File: src/design/msys_pkg.sv
// System shell package
// Address map, bus widths, request/response structs and the boot ROM contents

package msys_pkg;

  localparam int unsigned AddrWidth   = 32;
  localparam int unsigned DataWidth   = 32;
  localparam int unsigned BeWidth     = DataWidth / 8;
  localparam int unsigned RegionWidth = 16;
  localparam int unsigned OffsetWidth = AddrWidth - RegionWidth;
  localparam int unsigned ByteOffsetWidth = $clog2(BeWidth);

  localparam int unsigned NumCores = 4;

  typedef logic [AddrWidth-1:0] addr_t;
  typedef logic [DataWidth-1:0] data_t;
  typedef logic [BeWidth-1:0]   be_t;

  // Address map, every window is one 64 KiB region except L2
  localparam addr_t       L2BaseAddr   = 32'h8000_0000;
  localparam int unsigned L2NumWords   = 256;          // 1 KiB
  localparam int unsigned L2IdxWidth   = $clog2(L2NumWords);
  localparam addr_t       CtrlBaseAddr = 32'h4000_0000;
  localparam addr_t       BootBaseAddr = 32'hA000_0000;
  localparam int unsigned BootNumWords = 16;

  localparam int unsigned ExtTimeoutCycles = 16;
  localparam int unsigned TimerWidth       = $clog2(ExtTimeoutCycles + 1);

  localparam data_t ErrData       = 32'hBADC_AB1E;
  localparam addr_t TcdmStartAddr = 32'h0000_0000;

  // Control register offsets
  localparam logic [OffsetWidth-1:0] CtrlWakeOffset  = 16'h0000;
  localparam logic [OffsetWidth-1:0] CtrlEocOffset   = 16'h0004;
  localparam logic [OffsetWidth-1:0] CtrlTcdmOffset  = 16'h0008;
  localparam logic [OffsetWidth-1:0] CtrlCoresOffset = 16'h000C;

  typedef struct packed {
    logic [RegionWidth-1:0] region; // Compared against the map
    logic [OffsetWidth-1:0] offset; // Used inside local targets
  } addr_split_t;

  // Same address word, raw for the external port or split for decoding
  typedef union packed {
    addr_t       raw;
    addr_split_t split;
  } addr_u;

  typedef struct packed {
    addr_u addr;
    data_t wdata;
    be_t   be;
    logic  we;
  } bus_req_t;

  typedef struct packed {
    data_t rdata;
    logic  err;
  } bus_resp_t;

  typedef enum logic [1:0] {
    CtrlRegs,
    L2Mem,
    BootRom,
    External
  } target_e;

  // Boot ROM word i
  function automatic data_t boot_word(int unsigned i);
    return 32'hB007_0000 + data_t'(i);
  endfunction

  // Byte-enable merge of new data over an old word
  function automatic data_t apply_be(data_t old_word, data_t new_word, be_t be);
    data_t merged;
    merged = old_word;
    for (int b = 0; b < BeWidth; b++) begin
      if (be[b]) merged[8*b +: 8] = new_word[8*b +: 8];
    end
    return merged;
  endfunction

endpackage : msys_pkg

File: src/design/boot_rom.sv
// Boot ROM
// Small read-only word table with a registered response
`timescale 1ns/1ps

module boot_rom (
  input  logic                clk_i,
  input  logic                rst_n_i,
  input  logic                req_i,
  input  msys_pkg::bus_req_t  bus_i,
  output msys_pkg::bus_resp_t resp_o
);

  import msys_pkg::*;

  logic [OffsetWidth-ByteOffsetWidth-1:0] idx;
  bus_resp_t                              resp_d;
  bus_resp_t                              resp_q;

  assign idx = bus_i.addr.split.offset[OffsetWidth-1:ByteOffsetWidth];

  always_comb begin
    resp_d.err   = 1'b0;
    resp_d.rdata = '0;   // Past the table end
    if (bus_i.we) begin
      resp_d.err   = 1'b1;
      resp_d.rdata = ErrData;
    end else if (idx < BootNumWords) begin
      resp_d.rdata = boot_word(int'(idx));
    end
  end

  always_ff @(posedge clk_i) begin
    if (!rst_n_i) begin
      resp_q <= '0;
    end else if (req_i) begin
      resp_q <= resp_d;
    end
  end

  assign resp_o = resp_q;

endmodule : boot_rom

File: config.mk
export PLATFORM = sky130hd
export DESIGN_NAME = boot_rom
export DESIGN_NICKNAME = d
export VERILOG_FILES = /design/src/design/msys_pkg.sv /design/src/design/boot_rom.sv
export SDC_FILE = /design/constraint.sdc
export NUM_CORES = 1
export LEC_CHECK = 0
export ABC_AREA = 1
export BUFFER_PORTS_ARGS = -buffer_cell sky130_fd_sc_hd__buf_2
export CORE_MARGIN = 5
export CORE_UTILIZATION = 27
export CTS_CLUSTER_DIAMETER = 30
export DETAILED_ROUTE_END_ITERATION = 6
export GPL_TIMING_DRIVEN = 0
export PLACE_DENSITY = 0.82
export SLEW_MARGIN = 30
export SYNTH_ARGS = -nofsm -noshare
export SYNTH_HDL_FRONTEND = slang
export SYNTH_SLANG_ARGS = --single-unit
export TNS_END_PERCENT = 10
File: constraint.sdc
create_clock -name clk_i -period 0.8 [get_ports clk_i]
set_clock_uncertainty 0.1 [all_clocks]
set_input_delay 0.08 -clock clk_i [delete_from_list [all_inputs] [get_ports clk_i]]
set_output_delay 0.08 -clock clk_i [all_outputs]
set_load 0.1 [all_outputs]
Word-level counts from Yosys, hierarchy flattened
Cells that the tools add are included.
{ "totals": {"reg_bits": 33, "memories": 0, "ramBits": 0, "word_cells": 7, "rom_bits": 0, "latchBits": 0} }
{ "classes": {"n_addsub": 1, "n_shift": 0, "reduce_logical": 0, "n_lt_le_gt_ge": 1, "mul": 0, "n_bitwise": 0, "div_mod_pow": 0, "n_eq_ne": 0, "mux": 3} }
{ "op_table": {"columns": ["op", "count"], "rows": [
  ["$mux W32", 2],
  ["$add A32 B14 Y32 const A", 1],
  ["$lt A14 B5 Y1 const B", 1],
  ["$mux W1", 1]
]} }

Logic depth before layout (Yosys ltp)
Gate-level depths: netlist of the first run.
{ "logic_depth": {"ltp_word": 3, "mapped_depth": 7, "depth_no_buf": 7} }

Least setup slack after synthesis of the first run
Ideal clock, no wire load.
{ "synth_timing": {"kind": "flip-flop to output port", "from": "reg, netlist name resp_o[28]", "to": "out resp_o[16] (netlist name)", "path_stages_with_launch": 2, "arrival_ns": 1.482, "path_buffers": 1, "required_ns": 0.620, "slack_ns": -0.862, "cell_sequence": "dfxtp_1 -> buf_4"} }
{ "synth_rtl": {"columns": ["element", "line", "rtl"], "rows": [
  ["end, declared", "boot_rom.sv:10", "output msys_pkg::bus_resp_t resp_o"]
]} }

==> results.json, run 1 <==
{
  "via_count": 774,
  "via_count_of_the_first_global_routing_pass": 792,
  "cpMaxStageDelayCell": "sky130_fd_sc_hd__dfxtp_4",
  "floorplan.rows": 19,
  "first_iter_violations": 15,
  "worst_r2r_endpoint": "resp_o[28]",
  "synth_cells": 108,
  "initial_utilization_pct": 28.18,
  "antenna_found_initial": 0,
  "dpl-instance-area_sq_um": 1121,
  "min_from": "bus_i[44]",
  "ratio_of_total_power_to_cell_area_nw_per_um2": 1554,
  "post_dr_vias_cell": 4.031,
  "crit_path_max_fanout": 9,
  "gr-total-overflow": 0,
  "clock_insertion_delay_worst_skew_ns": 0.28,
  "portBuffers": 44,
  "reg2reg_from": "resp_o[28]",
  "final-setup-viol-count": 29,
  "clk_root_buffer_cell": "sky130_fd_sc_hd__clkbuf_4",
  "hold_path_end": "resp_o[18]",
  "drt_pass1_iterations": 2,
  "placeableCoreArea_sq_um": 2758,
  "cp_cell_sequence": "buf_6 -> buf_12",
  "cts_tree": "yes",
  "worst_ir_drop_vdd_v": 0.0008712,
  "die-width_microns": 63.65,
  "cts_clk_pin_slew_worst_paths_ns": 0.10,
  "first_pass_grt_wire_length_mm": 3.636,
  "cpPeakStageDelay_ns": 0.44,
  "numCtsBuffers": 3,
  "final_min_period_over_clock_period_pct": 148.5,
  "synthToLayoutAreaGrowth_pct": 101.9,
  "r2r.worst_path.cells": 2,
  "worst_hold_path_type": "primary input to flip-flop",
  "fillCellCount": 269,
  "post_layout_power_mw": 2.438,
  "number_of_setup_buffers_added_after_cts": 0,
  "worst_ep_required_time_ns": 0.62,
  "htreeDepth": 1,
  "cap_viol_max_count": 0,
  "number_of_sinks_driven_by_the_clock_tree": 17,
  "ys_warn_count": 0,
  "post_synth.cell_area_avg_sq_um": 7.194,
  "total_wire_length_after_detailed_routing_mm": 2.184,
  "worstSetupEndpointType": "output pin",
  "static-leakage-power_nw": 0.7637,
  "crit_path_start_kind": "flip-flop",
  "grt_util_all_layers_pct": 11.01,
  "unique_cell_type_count_in_the_yosys_netlist": 14,
  "chipHeight_microns": 63.65,
  "placedCellCount": 187,
  "reg2reg_slack_ns": 0.05,
  "rsz0062_at_grt": "yes",
  "largest_register_ff_count": 17,
  "design.die.area_sq_um": 4051,
  "cts.path.max_buffers": 2,
  "finalWorstSetupSlack_ns": -0.3878,
  "yosysSeqAreaShare_pct": 43.80,
  "final_area_sq_um": 1569,
  "final-instance-count-excl-fill": 192,
  "final_hold_viol_count": 8,
  "finalSetupTns_ns": -7.709,
  "slew_violations": 0,
  "nets": 234,
  "yosys_register_bits": 17,
  "grt_start_max_net_pins": 11,
  "final_period_minus_worst_setup_slack_ns": 1.188,
  "num_io_pins": 105,
  "antenna_violating_nets_post_route": 0,
  "worst-endpoint-arrival_ns": 1.01,
  "clock.fmax_mhz": 841.9,
  "post_route_drc": 0,
  "timing.hold.ws_ns": -0.02921,
  "failed_checks": "hold timing, setup timing",
  "route.detailed.wl_per_inst_microns": 11.38,
  "status": "finished with violations",
  "critPathLaunch": "resp_o[28]",
  "syn_area_sq_um": 777.0,
  "hpwl_mm": 1.476,
  "worst-setup-path-type": "flip-flop to output pin",
  "ant_cells": 0,
  "fraction_of_layout_cells_with_a_size_suffix_above_1_pct": 54.04,
  "whs_path_depth": 4,
  "place.gp.congestion": 0.6674
}
[cell families after synthesis]
logic type / share of synthesized area (%)
compound gates: 2.416
buf+inv: 21.74
flops: 43.80
other cells: 0.4826
simple gates: 31.56
[power breakdown]
| group | leakage (nW) | switching [mW] | internal (mW) |
|---|---|---|---|
| sequential | 0.148 | 0.0441 | 0.871 |
| clock | 0.0150 | 0.255 | 0.193 |
| combinational | 0.601 | 0.708 | 0.366 |
[repair_timing]
item	in CTS	in global routing
setup endpoints to repair	28	30
gates resized for setup	108	3
endpoints found under the hold margin	10	4
pin swaps	0	1
[worst max-delay path: cells and delay by family, from the launching register on]
kind | cells | cell delay [ns]
flip-flops | 1 | 0.44
buffers and inverters | 2 | 0.28
[metrics by stage]
stage               utilization, %  worst slack [ns]
floorplan                        -           -0.2399
global placement             40.65           -0.2975
detailed placement           40.65           -0.3049
CTS                          56.22           -0.4002
global route                 56.90           -0.4375
finish                       56.90           -0.3878
[cells in the final DEF, fill, tap and decap left out, types with 2 or more instances in the layout]
cell and instances:
sky130_fd_sc_hd__clkbuf_4 3, sky130_fd_sc_hd__nand2_1 28, sky130_fd_sc_hd__buf_2 16, sky130_fd_sc_hd__nor2_1 25, sky130_fd_sc_hd__dfxtp_2 12, sky130_fd_sc_hd__conb_1 5
sky130_fd_sc_hd__dfxtp_4 5, sky130_fd_sc_hd__buf_12 26, sky130_fd_sc_hd__buf_4 5, sky130_fd_sc_hd__nand4_1 2, sky130_fd_sc_hd__inv_1 9, sky130_fd_sc_hd__nand2_2 2
sky130_fd_sc_hd__buf_6 14, sky130_fd_sc_hd__nand3_1 2
[worst max-delay path by stage]
stage | endpoint | slack [ns] | cells past startpoint
global route | resp_o[16] | -0.44 | 2
floorplan | resp_o[16] | -0.24 | 1
finish | resp_o[16] | -0.39 | 2
CTS | resp_o[23] | -0.40 | 2
global placement | resp_o[26] | -0.30 | 2
detailed placement | resp_o[20] | -0.30 | 2
[cell usage after synthesis]
| master | n | area [sq um] |
|---|---|---|
| sky130_fd_sc_hd__conb_1 | 1 | 3.750 |
| sky130_fd_sc_hd__inv_2 | 1 | 3.750 |
| sky130_fd_sc_hd__nand3_1 | 2 | 10.01 |
| sky130_fd_sc_hd__a21oi_1 | 2 | 10.01 |
| sky130_fd_sc_hd__nand2_1 | 28 | 105.1 |
| sky130_fd_sc_hd__nor2_1 | 25 | 93.84 |
| sky130_fd_sc_hd__dfxtp_1 | 17 | 340.3 |
| sky130_fd_sc_hd__buf_6 | 1 | 11.26 |
| sky130_fd_sc_hd__nand2_2 | 2 | 12.51 |
| sky130_fd_sc_hd__o21ai_2 | 1 | 8.760 |
| sky130_fd_sc_hd__nor2_4 | 1 | 11.26 |
| sky130_fd_sc_hd__inv_1 | 9 | 33.78 |
| sky130_fd_sc_hd__nand4_1 | 2 | 12.51 |
| sky130_fd_sc_hd__buf_4 | 16 | 120.1 |
[area by class of cell]
class | instances | area, sq um | share of cell area [%]
buffer | 17 | 172.7 | 11.00
multi-input combinational | 68 | 286.5 | 18.26
timing repair buffer | 45 | 633.1 | 40.35
sequential | 17 | 374.1 | 23.84
inverter | 10 | 37.54 | 2.392
clock buffer | 4 | 26.28 | 1.675
tap | 31 | 38.79 | 2.472
[metal layers]
layer / vias up / routed length, microns / GRT usage [%]
met5: - / 0 / 0
met4: 0 / 10 / 3.896
met3: 2 / 201 / 4.085
met2: 27 / 1083 / 17.39
met1: 333 / 888 / 13.60
li1: 412 / - / -
Power figures use the tool's default switching activity.
==> inputs of run 2 (changes only) <==
--- a/config.mk
+++ b/config.mk
@@ -7,8 +7,10 @@
 export LEC_CHECK = 0
 export ABC_AREA = 1
 export BUFFER_PORTS_ARGS = -buffer_cell sky130_fd_sc_hd__buf_2
+export CELL_PAD_IN_SITES_DETAIL_PLACEMENT = 0
+export CELL_PAD_IN_SITES_GLOBAL_PLACEMENT = 1
 export CORE_MARGIN = 5
-export CORE_UTILIZATION = 27
+export CORE_UTILIZATION = 16
 export CTS_CLUSTER_DIAMETER = 30
 export DETAILED_ROUTE_END_ITERATION = 6
 export GPL_TIMING_DRIVEN = 0
==> run 2 against run 1 <==
- the flow finishes with violations (setup timing)
- sequential power rose by 0.5%
- die area grew 57%
- sequential share of layout area fell by 1.2 points
- critical path type unchanged
- worst setup slack improved by 0.055 ns
- worst hold slack improved by 0.046 ns
- total power up 8.0%
- maximum frequency grew 4.8%
- critical path depth unchanged
- wire length rose by 2.7%
==> results.json, run 2 (synthesis gave the netlist of run 1 again) <==
{
  "static-leakage-power_nw": 0.7730,
  "num_io_pins": 105,
  "portBuffers": 44,
  "drt_pass1_iterations": 4,
  "clk_root_buffer_cell": "sky130_fd_sc_hd__clkbuf_8",
  "layout.cells.most_common": "sky130_fd_sc_hd__nand2_1",
  "place.gp.congestion": 0.6826,
  "hpwl_mm": 1.653,
  "multi_input_area_sq_um": 285.3,
  "slew_violations": 0,
  "numCtsBuffers": 3,
  "antenna_violating_nets_post_route": 0,
  "final-seq-area_sq_um": 371.6,
  "route.detailed.wl_per_inst_microns": 9.833,
  "grt_util_all_layers_pct": 7.372,
  "htreeDepth": 1,
  "floorplan.rows": 25,
  "cp_cell_sequence": "buf_6 -> buf_12",
  "cap_viol_max_count": 0,
  "worstPathBufferInverterCount": 2,
  "fillCellCount": 486,
  "crit_path_start_kind": "flip-flop",
  "die-width_microns": 79.69,
  "number_of_sinks_driven_by_the_clock_tree": 17,
  "rsz0062_at_grt": "yes",
  "cts_tree": "yes",
  "final_min_period_over_clock_period_pct": 141.7,
  "worst_ep_required_time_ns": 0.62,
  "cpPeakStageDelay_ns": 0.43,
  "dp_slack_ns": -0.2997,
  "final_hold_viol_count": 0,
  "timing.hold.ws_ns": 0.01721,
  "largest_register_ff_count": 17,
  "placedCellCount": 223,
  "worst-endpoint-arrival_ns": 0.95,
  "final-setup-viol-count": 28,
  "clock_insertion_delay_worst_skew_ns": 0.25,
  "clock.fmax_mhz": 882.5,
  "synthToLayoutAreaGrowth_pct": 110.8,
  "crit_path_max_fanout": 9,
  "finalSetupTns_ns": -6.295,
  "final-instance-count-excl-fill": 228,
  "layout_common_cells": "sky130_fd_sc_hd__nand2_1 (28), sky130_fd_sc_hd__buf_12 (27), sky130_fd_sc_hd__nor2_1 (24)",
  "via_count": 778,
  "cts_clk_pin_slew_worst_paths_ns": 0.07,
  "placeableCoreArea_sq_um": 4723,
  "status": "finished with violations",
  "cts.path.max_buffers": 2,
  "dpl-instance-area_sq_um": 1166,
  "worst_ir_drop_vdd_v": 0.0005664,
  "post_dr_vias_cell": 3.412,
  "post_route_drc": 0,
  "first_pass_grt_wire_length_mm": 3.546,
  "cpMaxStageDelayCell": "sky130_fd_sc_hd__dfxtp_4",
  "first_iter_violations": 26,
  "critical_path_s_top_delay_family": "flip-flops",
  "antenna_found_initial": 0,
  "design.die.area_sq_um": 6350,
  "worstSetupEndpointType": "output pin",
  "nets": 234,
  "worst-setup-path-type": "flip-flop to output pin",
  "grt_start_max_net_pins": 11,
  "via_count_of_the_first_global_routing_pass": 750,
  "chipHeight_microns": 79.69,
  "total_wire_length_after_detailed_routing_mm": 2.242,
  "final_period_minus_worst_setup_slack_ns": 1.133,
  "initial_utilization_pct": 16.45,
  "finalWorstSetupSlack_ns": -0.3332,
  "ratio_of_total_power_to_cell_area_nw_per_um2": 1608,
  "fraction_of_layout_cells_with_a_size_suffix_above_1_pct": 54.04,
  "failed_checks": "setup timing",
  "worst_hold_path_type": "primary input to flip-flop",
  "final_area_sq_um": 1638,
  "gr-total-overflow": 0,
  "ant_cells": 0
}
==> run 2: cell count changes in the layout (fill, tap and decap cells not counted) <==
cell	previous run	this run
sky130_fd_sc_hd__dfxtp_4	5	4
sky130_fd_sc_hd__nor2_1	25	24
sky130_fd_sc_hd__nor2_2	0	1
sky130_fd_sc_hd__a21oi_1	1	2
sky130_fd_sc_hd__clkbuf_4	3	0
sky130_fd_sc_hd__buf_12	26	27
sky130_fd_sc_hd__clkbuf_8	0	3
sky130_fd_sc_hd__buf_6	14	13
sky130_fd_sc_hd__dfxtp_2	12	13
sky130_fd_sc_hd__a21oi_2	1	0
==> run 2: what timing repair did <==
item                                    CTS  global route
endpoints found under the setup margin   28            33
resized for setup                       108             4
setup buffers                             0             0
hold buffers                              1             0
hold endpoints to repair                  1             0
pin swaps                                 0             1
==> run 2: worst paths after layout <==
kind	start	endpoint	slack, ns	cells past startpoint
setup / recovery	resp_o[28]	resp_o[28]	-0.33	2
hold / removal	rst_n_i	resp_o[6]	0.02	3
setup reg to reg	resp_o[28]	resp_o[28]	0.06	2
hold reg to reg	resp_o[6]	resp_o[6]	0.36	2
==> run 2: metal layers <==
layer	wire, microns	global-route usage [%]	part of all wire [%]	up-vias
met5	0	0	0	-
met4	19	3.608	0.85	0
met3	206	2.370	9.2	2
met2	1026	11.60	46	34
met1	990	8.980	44	332
li1	-	-	-	410
==> run 2: layout make-up <==
type	instances	area share (%)
clock buffers	4	2.750
inverters	10	2.292
flip-flops and latches	17	22.69
multi-input cells	68	17.42
plain buffers	17	10.54
repair buffers	45	39.19
well taps	67	5.118
==> run 2: report_power, final <==
| group | leakage (nW) | switching (mW) | internal [mW] |
|---|---|---|---|
| Clock | 0.0228 | 0.282 | 0.353 |
| Combinational | 0.603 | 0.707 | 0.371 |
| Sequential | 0.147 | 0.0448 | 0.875 |
==> run 2: worst min-delay path, cell delays in order <==
cell and delay [ns]:
sky130_fd_sc_hd__buf_2 0.14, sky130_fd_sc_hd__nand2_1 0.07, sky130_fd_sc_hd__nor2_1 0.04
==> run 2: through the flow <==
stage | power [mW] | utilization, %
6_report | 2.633 | 34.68
5_1_grt | 2.763 | 34.68
4_1_cts | 2.675 | 34.38
3_5_place_dp | 1.789 | 24.69
3_3_place_gp | 1.784 | 24.69
2_1_floorplan | 1.661 | -
==> inputs of run 3 (changes only) <==
--- a/config.mk
+++ b/config.mk
@@ -15,6 +15,7 @@
 export DETAILED_ROUTE_END_ITERATION = 6
 export GPL_TIMING_DRIVEN = 0
 export PLACE_DENSITY = 0.82
+export REMOVE_ABC_BUFFERS = 1
 export SLEW_MARGIN = 30
 export SYNTH_ARGS = -nofsm -noshare
 export SYNTH_HDL_FRONTEND = slang
==> run 3 against run 2 <==
- the flow still finishes with violations (setup timing)
- worst hold slack improved by 0.00098 ns
- critical path depth unchanged
- first-iteration DRC count is 3.8% lower
- via count fell by 8.7%
- global-route usage down 0.10 points
- clock power rose by 2%
- maximum frequency increased by 2.5%
- worst setup slack better by 0.028 ns
- final cell count fell by 6.6%
- critical path type unchanged
- largest cell class unchanged
==> results.json, run 3 (synthesis gave the netlist of run 1 again) <==
{
  "total_wire_length_after_detailed_routing_mm": 2.207,
  "ratio_of_total_power_to_cell_area_nw_per_um2": 1745,
  "cts_hold_buffers": 0,
  "largest_register_ff_count": 17,
  "clock_insertion_delay_worst_skew_ns": 0.25,
  "clock.fmax_mhz": 904.4,
  "worstSetupEndpointType": "output pin",
  "fin_util_pct": 31.44,
  "failed_checks": "setup timing",
  "chipHeight_microns": 79.69,
  "ant_cells": 0,
  "clk_root_buffer_cell": "sky130_fd_sc_hd__clkbuf_8",
  "fraction_of_layout_cells_with_a_size_suffix_above_1_pct": 49.32,
  "antenna_violating_nets_post_route": 0,
  "number_of_sinks_driven_by_the_clock_tree": 17,
  "crit_path_max_fanout": 4,
  "place.gp.congestion": 0.6762,
  "portBuffers": 45,
  "initial_utilization_pct": 16.45,
  "status": "finished with violations",
  "die-width_microns": 79.69,
  "slew_violations": 0,
  "fillCellCount": 500,
  "antenna_found_initial": 0,
  "worst_ep_required_time_ns": 0.62,
  "gr-total-overflow": 0,
  "static-leakage-power_nw": 0.6895,
  "first_pass_grt_wire_length_mm": 3.567,
  "grt_start_max_net_pins": 11,
  "final_min_period_over_clock_period_pct": 138.2,
  "cts.path.max_buffers": 2,
  "post_dr_vias_cell": 3.333,
  "htreeDepth": 1,
  "crit_path_start_kind": "flip-flop",
  "worst-setup-path-type": "flip-flop to output pin",
  "dp_slack_ns": -0.2821,
  "post_route_drc": 0,
  "num_io_pins": 105,
  "floorplan.rows": 25,
  "hpwl_mm": 1.527,
  "numCtsBuffers": 3,
  "layout.cells.most_common": "sky130_fd_sc_hd__nand2_1",
  "finalSetupTns_ns": -6.234,
  "placeableCoreArea_sq_um": 4723,
  "route.detailed.wl_per_inst_microns": 10.36,
  "grt_util_all_layers_pct": 7.271,
  "final_period_minus_worst_setup_slack_ns": 1.106,
  "worst-endpoint-arrival_ns": 0.93,
  "cts_clk_pin_slew_worst_paths_ns": 0.07,
  "first_iter_violations": 25,
  "nets": 219,
  "via_count": 710,
  "worst_hold_path_type": "primary input to flip-flop",
  "via_count_of_the_first_global_routing_pass": 720,
  "drt_pass1_iterations": 4,
  "layout_common_cells": "sky130_fd_sc_hd__nand2_1 (28), sky130_fd_sc_hd__buf_12 (27), sky130_fd_sc_hd__nor2_1 (25)",
  "cap_viol_max_count": 0,
  "design.die.area_sq_um": 6350,
  "worst_ir_drop_vdd_v": 0.0005688,
  "final-setup-viol-count": 29,
  "cts_tree": "yes",
  "synthToLayoutAreaGrowth_pct": 91.14,
  "final_hold_viol_count": 0,
  "finalWorstSetupSlack_ns": -0.3057,
  "timing.hold.ws_ns": 0.01818,
  "rsz0062_at_grt": "yes"
}
## run 3: worst paths after layout
kind	startpoint	endpoint	slack [ns]	cells past startpoint
setup / recovery	resp_o[28]	resp_o[16]	-0.31	2
hold / removal	rst_n_i	resp_o[30]	0.02	3
hold reg to reg	resp_o[6]	resp_o[6]	0.35	2
setup reg to reg	resp_o[28]	resp_o[28]	-0.02	3
## run 3: timing repair
action | CTS | global route
buffers inserted | 2 | 0
pin swaps | 1 | 0
gates resized for setup | 129 | 1
endpoints found under the setup margin | 32 | 33
## run 3: per-layer routing
layer / GRT usage (%) / up-vias / routed length (microns)
li1: - / 377 / -
met1: 8.616 / 303 / 960
met2: 12.44 / 28 / 1055
met3: 2.709 / 2 / 173
met4: 1.546 / 0 / 18
met5: 0 / - / 0
## run 3: through the flow
stage	std cells	cell area, sq um	power [mW]
after floorplan	95	660.6	1.555
final	213	1485	2.592
after global routing	213	1485	2.717
after global placement	207	969.7	1.693
after CTS	213	1483	2.630
after detailed placement	207	969.7	1.696
## run 3: worst max-delay path, stage by stage, from the launching register on
cell	delay, ns
sky130_fd_sc_hd__dfxtp_4	0.36
sky130_fd_sc_hd__buf_6	0.13
sky130_fd_sc_hd__buf_12	0.17
## run 3: cell type report
| cell class | count | area, sq um | share of cell area [%] |
|---|---|---|---|
| sequential | 17 | 365.4 | 24.60 |
| tap | 67 | 83.83 | 5.644 |
| clock inverter | 1 | 5.005 | 0.3370 |
| inverter | 10 | 37.54 | 2.527 |
| timing repair buffer | 47 | 661.9 | 44.57 |
| clock buffer | 3 | 41.29 | 2.780 |
| multi-input combinational | 68 | 290.3 | 19.55 |
## run 3: power breakdown
group / internal (mW) / switching, mW
logic: 0.318 / 0.706
registers: 0.880 / 0.0395
clock network: 0.345 / 0.303
total: 1.54 / 1.05
